### config.mk
export PLATFORM = sky130hd
export DESIGN_NAME = periph_subsystem
export DESIGN_NICKNAME = d
export VERILOG_FILES = /design/src/common/periph_pkg.sv /design/src/gpio/gpio_regs.sv /design/src/source/periph_addr_decode.sv /design/src/source/periph_rsp_mux.sv /design/src/source/periph_subsystem.sv /design/src/source/wb_periph_bridge.sv /design/src/timer/timer_block.sv
export SDC_FILE = /design/constraint.sdc
export NUM_CORES = 1
export LEC_CHECK = 0
export BUFFER_PORTS_ARGS = -buffer_cell sky130_fd_sc_hd__buf_2
export CAP_MARGIN = 20
export CORE_ASPECT_RATIO = 1.4
export CORE_UTILIZATION = 26
export CTS_BUF_LIST = sky130_fd_sc_hd__clkbuf_4 sky130_fd_sc_hd__clkbuf_8
export CTS_CLUSTER_SIZE = 30
export DETAILED_ROUTE_END_ITERATION = 10
export SYNTH_ARGS = -nofsm -noshare
export SYNTH_HDL_FRONTEND = slang
export SYNTH_SLANG_ARGS = --single-unit
### constraint.sdc
create_clock -name wb_clk_i -period 3.4 [get_ports wb_clk_i]
set_clock_uncertainty 0.05 [all_clocks]
set_input_delay 0.17 -clock wb_clk_i [delete_from_list [all_inputs] [get_ports wb_clk_i]]
set_output_delay 0.17 -clock wb_clk_i [all_outputs]
set_load 0.03 [all_outputs]
### src/common/periph_pkg.sv
package periph_pkg;

	// ~~~~~~~~~~~~~~~~~~~~~~~~~~~~~~
	// Bus widths and address map
	// ~~~~~~~~~~~~~~~~~~~~~~~~~~~~~~

	localparam int ADDR_W = 24;
	localparam int DATA_W = 32;
	localparam int OFS_W  = 12;	// Offset bits inside a region

	localparam logic [ADDR_W-OFS_W-1:0] REGION_GPIO  = 12'h000;
	localparam logic [ADDR_W-OFS_W-1:0] REGION_TIMER = 12'h001;

	// GPIO register offsets
	localparam logic [OFS_W-1:0] GPIO_OUT_OFS = 12'h000;
	localparam logic [OFS_W-1:0] GPIO_OE_OFS  = 12'h004;
	localparam logic [OFS_W-1:0] GPIO_IN_OFS  = 12'h008;

	// Timer register offsets
	localparam logic [OFS_W-1:0] TIMER_CTRL_OFS  = 12'h000;
	localparam logic [OFS_W-1:0] TIMER_COUNT_OFS = 12'h004;
	localparam logic [OFS_W-1:0] TIMER_CMP_OFS   = 12'h008;
	localparam logic [OFS_W-1:0] TIMER_STAT_OFS  = 12'h00C;

	typedef enum logic [1:0] {
		REGION_SEL_GPIO,
		REGION_SEL_TIMER,
		REGION_SEL_NONE
	} periph_region_e;

	typedef enum logic [1:0] {
		ST_IDLE   = 2'd0,
		ST_WRITE  = 2'd1,
		ST_READ   = 2'd2,
		ST_FINISH = 2'd3
	} bridge_state_e;

	// ~~~~~~~~~~~~~~~~~~~~~~~~~~~~~~
	// Peripheral bus
	// ~~~~~~~~~~~~~~~~~~~~~~~~~~~~~~

	typedef struct packed {
		logic              we;
		logic              oe;
		logic [ADDR_W-1:0] address;
		logic [3:0]        byte_select;
		logic [DATA_W-1:0] data_write;
	} periph_req_t;

	typedef struct packed {
		logic              busy;
		logic              error;
		logic [DATA_W-1:0] data_read;
	} periph_rsp_t;

	// Replace only the selected bytes of a register
	function automatic logic [DATA_W-1:0] byte_merge(input logic [DATA_W-1:0] old_val,
			input logic [DATA_W-1:0] new_val, input logic [3:0] sel);
		logic [DATA_W-1:0] result;
		result = old_val;
		for (int i = 0; i < 4; i++) begin
			if (sel[i]) result[i*8 +: 8] = new_val[i*8 +: 8];
		end
		return result;
	endfunction

endpackage

### src/gpio/gpio_regs.sv
`timescale 1ns/1ps

module gpio_regs (
	input  logic                          wb_clk_i,
	input  logic                          wb_rst_i,
	input  periph_pkg::periph_req_t       req_i,
	output logic [periph_pkg::DATA_W-1:0] rdata_o,

	input  logic [periph_pkg::DATA_W-1:0] gpio_i,
	output logic [periph_pkg::DATA_W-1:0] gpio_o,
	output logic [periph_pkg::DATA_W-1:0] gpio_oe_o
);

	logic [periph_pkg::DATA_W-1:0] out_q;
	logic [periph_pkg::DATA_W-1:0] oe_q;
	logic [periph_pkg::DATA_W-1:0] in_meta_q;
	logic [periph_pkg::DATA_W-1:0] in_sync_q;

	logic [periph_pkg::OFS_W-1:0] offset;

	assign offset = req_i.address[periph_pkg::OFS_W-1:0];

	// ~~~~~~~~~~~~~~~~~~~~~~~~~~~~~~
	// Register writes
	// ~~~~~~~~~~~~~~~~~~~~~~~~~~~~~~

	always_ff @(posedge wb_clk_i) begin
		if (wb_rst_i) begin
			out_q <= '0;
			oe_q  <= '0;
		end else if (req_i.we) begin
			case (offset)
				periph_pkg::GPIO_OUT_OFS:
					out_q <= periph_pkg::byte_merge(out_q, req_i.data_write, req_i.byte_select);
				periph_pkg::GPIO_OE_OFS:
					oe_q <= periph_pkg::byte_merge(oe_q, req_i.data_write, req_i.byte_select);
				default: ;	// Input register is read only
			endcase
		end
	end

	// Two flop input sampler
	always_ff @(posedge wb_clk_i) begin
		if (wb_rst_i) begin
			in_meta_q <= '0;
			in_sync_q <= '0;
		end else begin
			in_meta_q <= gpio_i;
			in_sync_q <= in_meta_q;
		end
	end

	always_comb begin
		case (offset)
			periph_pkg::GPIO_OUT_OFS: rdata_o = out_q;
			periph_pkg::GPIO_OE_OFS:  rdata_o = oe_q;
			periph_pkg::GPIO_IN_OFS:  rdata_o = in_sync_q;
			default:                  rdata_o = '0;
		endcase
	end

	assign gpio_o    = out_q;
	assign gpio_oe_o = oe_q;

endmodule

### src/source/periph_addr_decode.sv
`timescale 1ns/1ps

module periph_addr_decode (
	input  periph_pkg::periph_req_t    req_i,
	output periph_pkg::periph_req_t    gpio_req_o,
	output periph_pkg::periph_req_t    timer_req_o,
	output periph_pkg::periph_region_e region_o
);

	logic [periph_pkg::ADDR_W-periph_pkg::OFS_W-1:0] region_bits;

	assign region_bits = req_i.address[periph_pkg::ADDR_W-1:periph_pkg::OFS_W];

	// Region lookup
	always_comb begin
		case (region_bits)
			periph_pkg::REGION_GPIO:  region_o = periph_pkg::REGION_SEL_GPIO;
			periph_pkg::REGION_TIMER: region_o = periph_pkg::REGION_SEL_TIMER;
			default:                  region_o = periph_pkg::REGION_SEL_NONE;
		endcase
	end

	// Address and data go to both, strobes only to the selected one
	always_comb begin
		gpio_req_o  = req_i;
		timer_req_o = req_i;

		if (region_o != periph_pkg::REGION_SEL_GPIO) begin
			gpio_req_o.we = 1'b0;
			gpio_req_o.oe = 1'b0;
		end

		if (region_o != periph_pkg::REGION_SEL_TIMER) begin
			timer_req_o.we = 1'b0;
			timer_req_o.oe = 1'b0;
		end
	end

endmodule

### src/source/periph_rsp_mux.sv
`timescale 1ns/1ps

module periph_rsp_mux (
	input  periph_pkg::periph_region_e    region_i,
	input  logic                          req_active_i,
	input  logic [periph_pkg::DATA_W-1:0] gpio_rdata_i,
	input  logic [periph_pkg::DATA_W-1:0] timer_rdata_i,
	input  logic                          timer_busy_i,
	output periph_pkg::periph_rsp_t       rsp_o
);

	always_comb begin
		rsp_o.busy      = 1'b0;	// GPIO never waits
		rsp_o.error     = 1'b0;
		rsp_o.data_read = '0;

		case (region_i)
			periph_pkg::REGION_SEL_GPIO: begin
				rsp_o.data_read = gpio_rdata_i;
			end
			periph_pkg::REGION_SEL_TIMER: begin
				rsp_o.busy      = timer_busy_i;
				rsp_o.data_read = timer_rdata_i;
			end
			default: begin
				// Nothing mapped here
				rsp_o.error = req_active_i;
			end
		endcase
	end

endmodule

### src/source/periph_subsystem.sv
`timescale 1ns/1ps

module periph_subsystem (
	input  logic                          wb_clk_i,
	input  logic                          wb_rst_i,
	input  logic                          wb_cyc_i,
	input  logic                          wb_stb_i,
	input  logic                          wb_we_i,
	input  logic [3:0]                    wb_sel_i,
	input  logic [periph_pkg::ADDR_W-1:0] wb_adr_i,
	input  logic [periph_pkg::DATA_W-1:0] wb_dat_i,
	output logic                          wb_ack_o,
	output logic                          wb_stall_o,
	output logic                          wb_error_o,
	output logic [periph_pkg::DATA_W-1:0] wb_dat_o,

	input  logic [periph_pkg::DATA_W-1:0] gpio_i,
	output logic [periph_pkg::DATA_W-1:0] gpio_o,
	output logic [periph_pkg::DATA_W-1:0] gpio_oe_o,
	output logic                          timer_match_o
);

	periph_pkg::periph_req_t       bus_req;
	periph_pkg::periph_rsp_t       bus_rsp;
	periph_pkg::periph_req_t       gpio_req;
	periph_pkg::periph_req_t       timer_req;
	periph_pkg::periph_region_e    region;
	logic [periph_pkg::DATA_W-1:0] gpio_rdata;
	logic [periph_pkg::DATA_W-1:0] timer_rdata;
	logic                          timer_busy;

	wb_periph_bridge bridge_i (
		.wb_clk_i, .wb_rst_i, .wb_cyc_i, .wb_stb_i, .wb_we_i,
		.wb_sel_i, .wb_adr_i, .wb_dat_i,
		.wb_ack_o, .wb_stall_o, .wb_error_o, .wb_dat_o,
		.req_o (bus_req),
		.rsp_i (bus_rsp)
	);

	periph_addr_decode decode_i (
		.req_i       (bus_req),
		.gpio_req_o  (gpio_req),
		.timer_req_o (timer_req),
		.region_o    (region)
	);

	gpio_regs gpio_i0 (
		.wb_clk_i, .wb_rst_i,
		.req_i     (gpio_req),
		.rdata_o   (gpio_rdata),
		.gpio_i    (gpio_i),
		.gpio_o    (gpio_o),
		.gpio_oe_o (gpio_oe_o)
	);

	timer_block timer_i (
		.wb_clk_i, .wb_rst_i,
		.req_i   (timer_req),
		.busy_o  (timer_busy),
		.rdata_o (timer_rdata),
		.match_o (timer_match_o)
	);

	periph_rsp_mux rsp_mux_i (
		.region_i      (region),
		.req_active_i  (bus_req.we | bus_req.oe),
		.gpio_rdata_i  (gpio_rdata),
		.timer_rdata_i (timer_rdata),
		.timer_busy_i  (timer_busy),
		.rsp_o         (bus_rsp)
	);

endmodule

### src/source/wb_periph_bridge.sv
`timescale 1ns/1ps

module wb_periph_bridge (
	input  logic                          wb_clk_i,
	input  logic                          wb_rst_i,
	input  logic                          wb_cyc_i,
	input  logic                          wb_stb_i,
	input  logic                          wb_we_i,
	input  logic [3:0]                    wb_sel_i,
	input  logic [periph_pkg::ADDR_W-1:0] wb_adr_i,
	input  logic [periph_pkg::DATA_W-1:0] wb_dat_i,
	output logic                          wb_ack_o,
	output logic                          wb_stall_o,
	output logic                          wb_error_o,
	output logic [periph_pkg::DATA_W-1:0] wb_dat_o,

	output periph_pkg::periph_req_t       req_o,
	input  periph_pkg::periph_rsp_t       rsp_i
);

	periph_pkg::bridge_state_e state;

	logic [periph_pkg::ADDR_W-1:0] adr_q;
	logic [3:0]                    sel_q;
	logic [periph_pkg::DATA_W-1:0] dat_q;
	logic [periph_pkg::DATA_W-1:0] rdata_q;
	logic                          err_q;

	logic accept;
	logic in_access;
	logic access_done;

	assign accept      = (state == periph_pkg::ST_IDLE) && wb_cyc_i && wb_stb_i;
	assign in_access   = (state == periph_pkg::ST_WRITE) || (state == periph_pkg::ST_READ);
	assign access_done = in_access && !rsp_i.busy;

	// ~~~~~~~~~~~~~~~~~~~~~~~~~~~~~~
	// Control FSM
	// ~~~~~~~~~~~~~~~~~~~~~~~~~~~~~~

	always_ff @(posedge wb_clk_i) begin
		if (wb_rst_i) begin
			state <= periph_pkg::ST_IDLE;
		end else begin
			case (state)
				periph_pkg::ST_IDLE: begin
					if (accept) begin
						state <= wb_we_i ? periph_pkg::ST_WRITE : periph_pkg::ST_READ;
					end
				end
				periph_pkg::ST_WRITE,
				periph_pkg::ST_READ: begin
					if (!rsp_i.busy) state <= periph_pkg::ST_FINISH;
				end
				periph_pkg::ST_FINISH: begin
					state <= periph_pkg::ST_IDLE;
				end
				default: begin
					state <= periph_pkg::ST_IDLE;
				end
			endcase
		end
	end

	// Request capture and response latch
	always_ff @(posedge wb_clk_i) begin
		if (accept) begin
			adr_q <= wb_adr_i;
			sel_q <= wb_sel_i;
			dat_q <= wb_dat_i;
		end
		if (access_done) begin
			rdata_q <= (state == periph_pkg::ST_READ) ? rsp_i.data_read : '0;	// Writes return zero
			err_q   <= rsp_i.error;
		end
	end

	// ~~~~~~~~~~~~~~~~~~~~~~~~~~~~~~
	// Outputs
	// ~~~~~~~~~~~~~~~~~~~~~~~~~~~~~~

	assign wb_stall_o = (state != periph_pkg::ST_IDLE);
	assign wb_ack_o   = (state == periph_pkg::ST_FINISH) && !err_q;
	assign wb_error_o = (state == periph_pkg::ST_FINISH) && err_q;
	assign wb_dat_o   = (state == periph_pkg::ST_FINISH) ? rdata_q : '0;

	assign req_o.we          = (state == periph_pkg::ST_WRITE);
	assign req_o.oe          = (state == periph_pkg::ST_READ);
	assign req_o.address     = in_access ? adr_q : '0;
	assign req_o.byte_select = in_access ? sel_q : '0;
	assign req_o.data_write  = (state == periph_pkg::ST_WRITE) ? dat_q : '0;

endmodule

### src/timer/timer_block.sv
`timescale 1ns/1ps

module timer_block (
	input  logic                          wb_clk_i,
	input  logic                          wb_rst_i,
	input  periph_pkg::periph_req_t       req_i,
	output logic                          busy_o,
	output logic [periph_pkg::DATA_W-1:0] rdata_o,
	output logic                          match_o
);

	logic                          en_q;
	logic [periph_pkg::DATA_W-1:0] count_q;
	logic [periph_pkg::DATA_W-1:0] cmp_q;
	logic [periph_pkg::DATA_W-1:0] snap_q;
	logic                          match_q;
	logic                          seen_q;

	logic                         access;
	logic                         wr;
	logic [periph_pkg::OFS_W-1:0] offset;

	assign offset = req_i.address[periph_pkg::OFS_W-1:0];
	assign access = req_i.we || req_i.oe;
	assign busy_o = access && !seen_q;	// One wait state per access
	assign wr     = req_i.we && !busy_o;

	// ~~~~~~~~~~~~~~~~~~~~~~~~~~~~~~
	// Counter, compare and match
	// ~~~~~~~~~~~~~~~~~~~~~~~~~~~~~~

	always_ff @(posedge wb_clk_i) begin
		if (wb_rst_i) begin
			en_q    <= 1'b0;
			count_q <= '0;
			cmp_q   <= '0;
			snap_q  <= '0;
			match_q <= 1'b0;
			seen_q  <= 1'b0;
		end else begin
			seen_q <= access;
			if (busy_o) snap_q <= count_q;	// Frozen for the read

			if (wr && offset == periph_pkg::TIMER_COUNT_OFS) begin
				count_q <= periph_pkg::byte_merge(count_q, req_i.data_write, req_i.byte_select);
			end else if (en_q) begin
				count_q <= count_q + 1'b1;
			end

			if (wr && offset == periph_pkg::TIMER_CTRL_OFS && req_i.byte_select[0]) begin
				en_q <= req_i.data_write[0];
			end
			if (wr && offset == periph_pkg::TIMER_CMP_OFS) begin
				cmp_q <= periph_pkg::byte_merge(cmp_q, req_i.data_write, req_i.byte_select);
			end

			// Sticky, write one to clear
			if (wr && offset == periph_pkg::TIMER_STAT_OFS && req_i.byte_select[0]
					&& req_i.data_write[0]) begin
				match_q <= 1'b0;
			end else if (en_q && count_q == cmp_q) begin
				match_q <= 1'b1;
			end
		end
	end

	always_comb begin
		case (offset)
			periph_pkg::TIMER_CTRL_OFS:  rdata_o = {{(periph_pkg::DATA_W-1){1'b0}}, en_q};
			periph_pkg::TIMER_COUNT_OFS: rdata_o = snap_q;
			periph_pkg::TIMER_CMP_OFS:   rdata_o = cmp_q;
			periph_pkg::TIMER_STAT_OFS:  rdata_o = {{(periph_pkg::DATA_W-1){1'b0}}, match_q};
			default:                     rdata_o = '0;
		endcase
	end

	assign match_o = match_q;

endmodule
==> impl_metrics.tcl, run 1 <==
set metrics [dict create \
    power.leakage_uw 0.00611 \
    vdd_ir_drop_max_v 0.000282 \
    gr_util_all_layers_pct 17.2 \
    number_of_enable_type_register_cells_in_the_synthesized_netlist 93 \
    yosysMostFrequentCell "dfxtp_1" \
    num-fill-cells 5310 \
    core_area_sq_um 51000 \
    antenna_found_initial 2 \
    final-max-slew-violation-count 0 \
    rsz0062_at_grt "false" \
    path_clk_slew_ns 0.07 \
    stage_delay_of_the_slowest_cell_on_the_critical_path_ns 0.56 \
    drt_first_iter_violations 703 \
    final_critical_path_setup_slack_ns 0.487 \
    synth-seq-cells 322 \
    p_per_area_nw_per_um2 552 \
    finalCriticalPeriod_ns 2.91 \
    clock_tree.root_cell "clkbuf_8" \
    post-cts-setup-buffer-count 0 \
    p_total_uw 9460 \
    boundaryPins 197 \
    clock.fmax_mhz 343 \
    wire_length_of_the_first_global_routing_pass_mm 70.9 \
    clock_tree.htree_level_count 2 \
    rr_startpoint "bridge_i.state[0]" \
    synth_cell_types 64 \
    synth.top_cell.area_share_pct 34.2 \
    cp-end-kind "flip-flop" \
    setup_viol_count_final 0 \
    synthArstFlopShare_pct 0 \
    ys_top_cells_by_area "dfxtp_1 (34%), edfxtp_1 (21%), a21oi_1 (6.2%), nand2_1 (5.9%), nand3_1 (3.9%)" \
    clk_path_buf_depth 3 \
    cap_violations 0 \
    worst-endpoint-required_ns 3.89 \
    tritoncts.num_buffers 49 \
    number_of_antenna_violating_nets_in_the_routed_design 0 \
    tritoncts_clock_tree "built" \
    syn_to_final_growth_pct 27.9 \
    slew_headroom_pct 39.3 \
    finalCritPeriodShare_pct 85.7 \
    syn_area_sq_um 13400 \
    wirelength_mm 45.7 \
    grt_pass1_vias 11900 \
    worst-r2r-setup-slack_ns 0.49 \
    remaining_drc_errors 0 \
    setup_total_negative_slack_ns 0 \
    placement_rows 98 \
    drive_gt1_share_pct 20.4 \
    worstMarginPinSlew_ns 0.911 \
    pre_cts_ws_ns 0.484 \
    r2r_end "timer_i.count_q[23]" \
    synth.yosys.warnings 0 \
    vias_per_cell 4.99 \
    clock_sink_count 322 \
    cp-start-kind "flip-flop" \
    synth_common_cells "dfxtp_1 (229), nand2_1 (209), a21oi_1 (167)" \
    synth_sequential_area_ratio_pct 55.1 \
    setup.worst_path.class "reg -> reg" \
    synth_ff_type "dfxtp_1" \
    cp-endpoint "timer_i.count_q[23]" \
    pin_count_of_the_biggest_net_entering_global_routing 86 \
    via_count_of_the_routed_design 11800 \
    worst-r2r-cell-count 8 \
    insertion_delay_ns 0.61 \
    synthesis.nets 1509 \
    hold_path_class "in -> reg" \
    timing.final.hold_violations 0 \
    globalRoute.totalOverflow 0 \
    critPathMaxFanout 13 \
    syn-mean-instance-area_sq_um 9.53 \
    postLayoutCoreUtil_pct 33.6 \
    final_estimated_routing_congestion_in_global_placement 0.934 \
    critPathArrivalTime_ns 3.40 \
    final-seq-area_sq_um 7380 \
    critical_path.cell_chain "inv_1 > ha_1 > and3_1 > and4_1 > a21boi_2 > nand3_1 > or3_1 > a31oi_1" \
    wl_per_cell_um 19.2 \
    dieArea_sq_um 52400 \
    die_h_um 271 \
    num-nets-final 1786 \
    multi_input_comb_area_sq_um 5580 \
    cp_slowest_cell "a21boi_2" \
    synth_largest_area_cell "dfxtp_1" \
    effective_utilization_at_floorplan_pct 26.3 \
    die_x_um 194 \
    detail_route.first_pass.iterations 5 \
    status "finished clean" \
    dp.final_hpwl_mm 32.5 \
    postSynthCellCount 1406 \
    buffer_ports.inserted 196 \
    cp-startpoint "bridge_i.state[0]" \
    whs_ns 0.233 \
]
## critical path: cells and delay by family (launching register included)
family / cells / cell delay, ns
buffers and inverters: 1 / 0.10
AOI/OAI and AO/OA: 2 / 0.71
DFF: 1 / 0.36
adders and majority gates: 1 / 0.42
and+or+nand+nor: 4 / 1.22
## layer usage
metal / GRT usage, % / wire length [um]
met1: 19.5 / 17700
met2: 32.3 / 24500
met3: 2.38 / 2010
met4: 6.66 / 1470
met5: 0 / 0
## where the power goes
part           total (uW)  switching (uW)  internal [uW]
Sequential           4590             194           4400
Clock                3430            1580           1850
Combinational        1440            1040            403
## how the worst min path moves through the flow
stage / slack, ns / cells after the start / start / to
floorplan: 0.22 / 0 / wb_adr_i[0] / bridge_i.adr_q[0]
global placement: 0.30 / 1 / wb_dat_i[26] / bridge_i.dat_q[26]
detailed placement: 0.30 / 1 / wb_dat_i[28] / bridge_i.dat_q[28]
CTS: 0.19 / 2 / wb_dat_i[20] / bridge_i.dat_q[20]
global route: 0.21 / 2 / wb_adr_i[14] / bridge_i.adr_q[14]
finish: 0.23 / 2 / wb_dat_i[28] / bridge_i.dat_q[28]
## sequential cells by signal (all words and copies together) (netlist names)
register           flops
bridge_i.dat_q        32
bridge_i.rdata_q      32
gpio_i0.gpio_o        32
gpio_i0.gpio_oe_o     32
gpio_i0.in_meta_q     32
gpio_i0.in_sync_q     32
timer_i.cmp_q         32
timer_i.count_q       32
timer_i.snap_q        32
bridge_i.adr_q        24
bridge_i.sel_q         4
bridge_i.state         2
bridge_i.err_q         1
timer_i.en_q           1
timer_i.match_o        1
timer_i.seen_q         1
## final cells by class
class	instances	share of cell area [%]
Clock inverter	22	1.12
Timing Repair Buffer	329	13.3
Sequential cell	322	43.0
Multi-Input combinational cell	968	32.6
Inverter	13	0.285
Tap cell	650	4.75
Clock buffer	70	4.93
Antenna cell	1	0.0146
## through the flow
| step | instances | instance area [sq um] |
|---|---|---|
| 2_1_floorplan | 1406 | 13400 |
| 3_3_place_gp | 2186 | 15100 |
| 3_5_place_dp | 2186 | 15100 |
| 4_1_cts | 2374 | 17100 |
| 5_1_grt | 2375 | 17100 |
| 6_report | 2375 | 17100 |
## repair_timing
action	in CTS	in global routing
hold buffers	96	0
endpoints found under the hold margin	95	0
resized for setup	0	0
## cells by family after synthesis
family,synth area share (%)
AO/OA/AOI/OAI,15.2
XOR/XNOR,2.16
adder cells (fa/ha/maj),0.560
buffers and inverters,3.48
flip-flops,55.1
multiplexers,0.841
AND/OR/NAND/NOR,22.7
## layout by cell type (no fill, tap or decap), types with 39 or more instances in the layout
| master | Yosys | layout |
|---|---|---|
| a21oi_1 | 167 | 167 |
| and2_1 | 42 | 42 |
| buf_2 | 19 | 195 |
| clkbuf_8 | 0 | 51 |
| dfxtp_1 | 229 | 229 |
| dlygate4sd3_1 | 0 | 96 |
| edfxtp_1 | 93 | 93 |
| nand2_1 | 209 | 209 |
| nand3_1 | 104 | 104 |
| nor2_1 | 40 | 39 |
| nor2b_1 | 73 | 73 |
Note: power is estimated with default switching activity, not from simulation.
==> run 2, diff against run 1 <==
--- a/config.mk
+++ b/config.mk
@@ -12,6 +12,7 @@
 export CTS_BUF_LIST = sky130_fd_sc_hd__clkbuf_4 sky130_fd_sc_hd__clkbuf_8
 export CTS_CLUSTER_SIZE = 30
 export DETAILED_ROUTE_END_ITERATION = 10
+export PLACE_DENSITY = 0.43
 export SYNTH_ARGS = -nofsm -noshare
 export SYNTH_HDL_FRONTEND = slang
 export SYNTH_SLANG_ARGS = --single-unit
==> run 2 against run 1 <==
Net effect:
- utilization is 0.53 points higher
- wire length is 3.5% higher
- clock-buffer cell count is 10 higher
- sequential share of layout area is 0.67 points lower
- power is 4.9% higher
- first-iteration DRC count is 15% lower
- critical path depth stayed put
- largest cell class unchanged
- largest power group unchanged
==> impl_metrics.tcl, run 2 (synthesis gave the netlist of run 1 again) <==
set metrics [dict create \
    status "finished clean" \
    dp.final_hpwl_mm 33.4 \
    vias_per_cell 4.84 \
    cp-endpoint "timer_i.count_q[19]" \
    detail_route.first_pass.iterations 5 \
    clock.fmax_mhz 345 \
    maxUsedRoutingLayer "met4" \
    critical_path.cell_chain "inv_1 > ha_1 > buf_4 > nand3_1 > or3_1 > nor3_1 > nand2_1 > a31oi_1" \
    setup.worst_path.class "reg -> reg" \
    num-nets-final 1801 \
    hold_path_class "in -> reg" \
    path_clk_slew_ns 0.06 \
    p_per_area_nw_per_um2 570 \
    worst-r2r-cell-count 8 \
    worstPathBufferInverterCount 2 \
    effective_utilization_at_floorplan_pct 26.3 \
    rsz0062_at_grt "false" \
    number_of_antenna_violating_nets_in_the_routed_design 0 \
    final-max-slew-violation-count 0 \
    r2r_end "timer_i.count_q[19]" \
    dieArea_sq_um 52400 \
    cp_slowest_cell "nor3_1" \
    wl_met1_mm 19.0 \
    setup_total_negative_slack_ns 0 \
    stage_delay_of_the_slowest_cell_on_the_critical_path_ns 0.52 \
    cp-start-kind "flip-flop" \
    via_count_of_the_routed_design 11600 \
    slew_headroom_pct 48.5 \
    die_h_um 271 \
    buffer_ports.inserted 196 \
    place_inst 2190 \
    globalRoute.totalOverflow 0 \
    critPathMaxFanout 15 \
    cap_violations 0 \
    post_cts_resized 0 \
    grt_pass1_vias 11700 \
    critical_path.top_delay_family "simple AND/OR/NAND/NOR gates" \
    worst-r2r-setup-slack_ns 0.50 \
    worstMarginPinSlew_ns 0.772 \
    remaining_drc_errors 0 \
    tritoncts_clock_tree "built" \
    drive_gt1_share_pct 20.8 \
    rr_startpoint "bridge_i.state[1]" \
    gr_util_all_layers_pct 17.8 \
    antenna_found_initial 1 \
    boundaryPins 197 \
    clk_path_buf_depth 3 \
    finalCritPeriodShare_pct 85.3 \
    postCtsHoldBufs 102 \
    route.met2.wl_mm 25.1 \
    worst-endpoint-required_ns 3.87 \
    core_area_sq_um 51000 \
    setup_viol_count_final 0 \
    p_total_uw 9930 \
    timing.final.hold_violations 0 \
    finalCriticalPeriod_ns 2.90 \
    dr_wl_met3_mm 1.89 \
    die_x_um 194 \
    drt_first_iter_violations 595 \
    placement_rows 98 \
    post-cts-setup-buffer-count 0 \
    most_frequent_standard_cell_in_the_layout_excluding_fill_and_tap_cells "dfxtp_1" \
    vdd_ir_drop_max_v 0.000231 \
    clock_sink_count 322 \
    final_estimated_routing_congestion_in_global_placement 0.856 \
    tritoncts.num_buffers 54 \
    wl_per_cell_um 19.7 \
    syn_to_final_growth_pct 29.9 \
    num-fill-cells 5333 \
    wire_length_of_the_first_global_routing_pass_mm 71.6 \
    layout.cells.most_common_list "dfxtp_1 (229), nand2_1 (209), buf_2 (195)" \
    clock_tree.htree_level_count 2 \
    cp-end-kind "flip-flop" \
    clock_tree.root_cell "clkbuf_8" \
    layout.cells.non_filler 2395 \
    power.leakage_uw 0.00626 \
    insertion_delay_ns 0.60 \
    wirelength_mm 47.2 \
    timing.critical_path.depth 8 \
    cp-startpoint "bridge_i.state[1]" \
    critPathArrivalTime_ns 3.37 \
    pin_count_of_the_biggest_net_entering_global_routing 83 \
]
run 2: changes by cell type in the layout (fill, tap and decap cells not counted), sizes merged:
cell         previous run  this run
buf                   233       237
bufinv                  3         4
clkbuf                 70        80
clkinv                 15        17
clkinvlp                2         1
dlygate4sd3            96       102
inv                    15        13
run 2: final cells by class:
type | count | area (sq um) | area share (%)
antenna | 1 | 2.50 | 0.0144
clock buffer | 80 | 1010 | 5.82
clock inverter | 22 | 201 | 1.16
inverter | 13 | 48.8 | 0.280
multi-input combinational | 968 | 5580 | 32.1
sequential | 322 | 7380 | 42.4
tap | 650 | 813 | 4.67
timing repair buffer | 339 | 2370 | 13.6
run 2: worst min path at each step:
stage,start,end,slack (ns),cells past startpoint
final,wb_dat_i[15],bridge_i.dat_q[15],0.22,2
after global routing,wb_dat_i[28],bridge_i.dat_q[28],0.19,2
after CTS,wb_dat_i[28],bridge_i.dat_q[28],0.17,2
after detailed placement,wb_dat_i[15],bridge_i.dat_q[15],0.30,1
after global placement,wb_dat_i[11],bridge_i.dat_q[11],0.30,1
after floorplan,wb_adr_i[0],bridge_i.adr_q[0],0.22,0
run 2: report_power, final:
| group | switching, uW | internal, uW | leakage [uW] |
|---|---|---|---|
| clock | 1650 | 2210 | 0.000641 |
| combinational | 1050 | 409 | 0.00288 |
| sequential | 212 | 4400 | 0.00274 |
run 2: metrics by stage:
stage | setup slack (ns) | utilization, % | instance area (sq um) | hold slack, ns
after floorplan | 0.514 | - | 13400 | 0.219
after global routing | 0.303 | 34.1 | 17400 | 0.194
after global placement | 0.650 | 29.7 | 15200 | 0.298
final | 0.499 | 34.1 | 17400 | 0.221
after CTS | 0.528 | 34.1 | 17400 | 0.172
after detailed placement | 0.521 | 29.7 | 15200 | 0.298
run 2: metal layers:
| metal | track usage (%) | vias to the layer above |
|---|---|---|
| met5 | 0 | - |
| met4 | 6.27 | 0 |
| met3 | 2.64 | 75 |
| met2 | 33.5 | 303 |
| met1 | 20.1 | 5579 |
| li1 | - | 5643 |
==> run 3, diff against run 2 <==
--- a/config.mk
+++ b/config.mk
@@ -8,11 +8,11 @@
 export BUFFER_PORTS_ARGS = -buffer_cell sky130_fd_sc_hd__buf_2
 export CAP_MARGIN = 20
 export CORE_ASPECT_RATIO = 1.4
-export CORE_UTILIZATION = 26
+export CORE_UTILIZATION = 45
 export CTS_BUF_LIST = sky130_fd_sc_hd__clkbuf_4 sky130_fd_sc_hd__clkbuf_8
 export CTS_CLUSTER_SIZE = 30
 export DETAILED_ROUTE_END_ITERATION = 10
-export PLACE_DENSITY = 0.43
+export PLACE_DENSITY = 0.68
 export SYNTH_ARGS = -nofsm -noshare
 export SYNTH_HDL_FRONTEND = slang
 export SYNTH_SLANG_ARGS = --single-unit
==> run 3 against run 2 <==
Net effect:
- sequential power barely moved
- flip-flop and latch count stayed put
- global-route usage increased by 10 points
- fmax decreased by 3.6%
- non-clock buffer count decreased by 14
- design area shrank 3.1%
- hold slack got worse by 0.0018 ns
- clock-buffer cell count decreased by 2
- die area is 42% lower
- wire length down 8.7%
- combinational power hardly changed
- critical endpoint is now timer_i.cmp_q[31]
- highest routed layer unchanged
==> impl_metrics.tcl, run 3 (synthesis gave the netlist of run 1 again) <==
set metrics [dict create \
    die_x_um 148 \
    hold_path_class "in -> reg" \
    dp.final_hpwl_mm 28.6 \
    post-cts-setup-buffer-count 0 \
    critPathMaxFanout 8 \
    pin_count_of_the_biggest_net_entering_global_routing 74 \
    final-seq-area_sq_um 7380 \
    critPathArrivalTime_ns 3.47 \
    placement_rows 74 \
    globalRoute.totalOverflow 0 \
    setup.worst_path.class "reg -> reg" \
    worst-endpoint-required_ns 3.86 \
    critical_path.cell_chain "inv_1 > ha_1 > and3_1 > and4_1 > and2_1 > nor2b_1 > nand3_1 > a21oi_1" \
    finalCriticalPeriod_ns 3.01 \
    wire_length_of_the_first_global_routing_pass_mm 65.2 \
    postCtsHoldBufs 94 \
    dr_wl_met3_mm 2.90 \
    cp_slowest_cell "nor2b_1" \
    drive_gt1_share_pct 20.6 \
    vdd_ir_drop_max_v 0.000371 \
    cp-end-kind "flip-flop" \
    cp-start-kind "flip-flop" \
    timing.final.hold_violations 0 \
    final_estimated_routing_congestion_in_global_placement 0.968 \
    route.met2.wl_mm 21.6 \
    slew_headroom_pct 39.2 \
    path_clk_slew_ns 0.06 \
    buffer_ports.inserted 196 \
    boundaryPins 197 \
    rsz0062_at_grt "false" \
    setup_viol_count_final 0 \
    worstMarginPinSlew_ns 0.912 \
    detail_route.first_pass.iterations 5 \
    post_cts_resized 0 \
    antenna_found_initial 0 \
    power.leakage_uw 0.00615 \
    setup_total_negative_slack_ns 0 \
    num-nets-final 1784 \
    tritoncts_clock_tree "built" \
    cap_violations 0 \
    wl_per_cell_um 20.5 \
    layout.cells.most_common_list "dfxtp_1 (229), nand2_1 (209), buf_2 (195)" \
    clock_sink_count 322 \
    remaining_drc_errors 0 \
    wl_met1_mm 16.6 \
    tritoncts.num_buffers 51 \
    die_h_um 206 \
    clk_path_buf_depth 3 \
    number_of_antenna_violating_nets_in_the_routed_design 0 \
    via_count_of_the_routed_design 12100 \
    wirelength_mm 43.1 \
    dieArea_sq_um 30500 \
    clock.fmax_mhz 332 \
    num-fill-cells 2575 \
    grt_pass1_vias 11700 \
    status "finished clean" \
    stage_delay_of_the_slowest_cell_on_the_critical_path_ns 0.51 \
    vias_per_cell 5.74 \
    p_total_uw 9710 \
    antennaDiodeCount 0 \
    effective_utilization_at_floorplan_pct 45.8 \
    core_area_sq_um 29300 \
    insertion_delay_ns 0.60 \
    clock_tree.root_cell "clkbuf_8" \
    gr_util_all_layers_pct 28.0 \
    multi_input_comb_area_sq_um 5580 \
    final-max-slew-violation-count 0 \
    syn_to_final_growth_pct 25.9 \
    finalCritPeriodShare_pct 88.5 \
    most_frequent_standard_cell_in_the_layout_excluding_fill_and_tap_cells "dfxtp_1" \
    drt_first_iter_violations 1112 \
    maxUsedRoutingLayer "met4" \
    p_per_area_nw_per_um2 575 \
    clock_tree.htree_level_count 2 \
]
run 3: changes by cell type in the layout (fill, tap and decap cells not counted):
cell,change
clkbuf_4,+4
buf_4,-6
dlygate4sd3_1,-8
clkbuf_8,-6
clkinv_2,-1
clkinvlp_4,+1
clkinv_1,-6
diode_2,-1
run 3: cell type report:
type	instances	share of cell area, %
Clock buffer	78	5.70
Clock inverter	16	1.08
Inverter	13	0.289
Multi-Input combinational cell	968	33.1
Sequential cell	322	43.7
Tap cell	380	2.82
Timing Repair Buffer	325	13.3
run 3: per-layer routing:
layer,vias up,global-route usage [%]
li1,5605,-
met1,5740,32.8
met2,595,48.8
met3,134,4.59
met4,0,15.1
met5,-,0
run 3: through the flow:
| step | std cells | setup slack [ns] | hold slack, ns | cell area, sq um | util [%] |
|---|---|---|---|---|---|
| after floorplan | 1406 | 0.514 | 0.219 | 13400 | - |
| after global placement | 1914 | 0.553 | 0.297 | 14800 | 50.5 |
| after detailed placement | 1914 | 0.503 | 0.298 | 14800 | 50.5 |
| after CTS | 2102 | 0.461 | 0.183 | 16900 | 57.7 |
| after global routing | 2102 | 0.228 | 0.211 | 16900 | 57.7 |
| final | 2102 | 0.390 | 0.219 | 16900 | 57.7 |
run 3: worst paths after layout:
path / endpoint / slack (ns) / cells after the start / from
worst max-delay path: timer_i.cmp_q[31] / 0.39 / 8 / bridge_i.state[0]
worst min-delay path: bridge_i.dat_q[6] / 0.22 / 2 / wb_cyc_i
worst max register to register: timer_i.cmp_q[31] / 0.39 / 8 / bridge_i.state[0]
worst min register to register: gpio_i0.in_sync_q[17] / 0.38 / 1 / gpio_i0.in_meta_q[17]
run 3: critical path: cells and delay by family (launching register included):
kind | cells | cell delay (ns)
AND/OR/NAND/NOR | 5 | 1.76
buffers and inverters | 1 | 0.10
flip-flops | 1 | 0.36
adder cells (fa/ha/maj) | 1 | 0.45
AO/OA/AOI/OAI | 1 | 0.18
run 3: power breakdown:
part / switching (uW) / total (uW) / internal (uW)
logic: 1030 / 1440 / 414
registers: 198 / 4600 / 4400
clock network: 1560 / 3670 / 2110
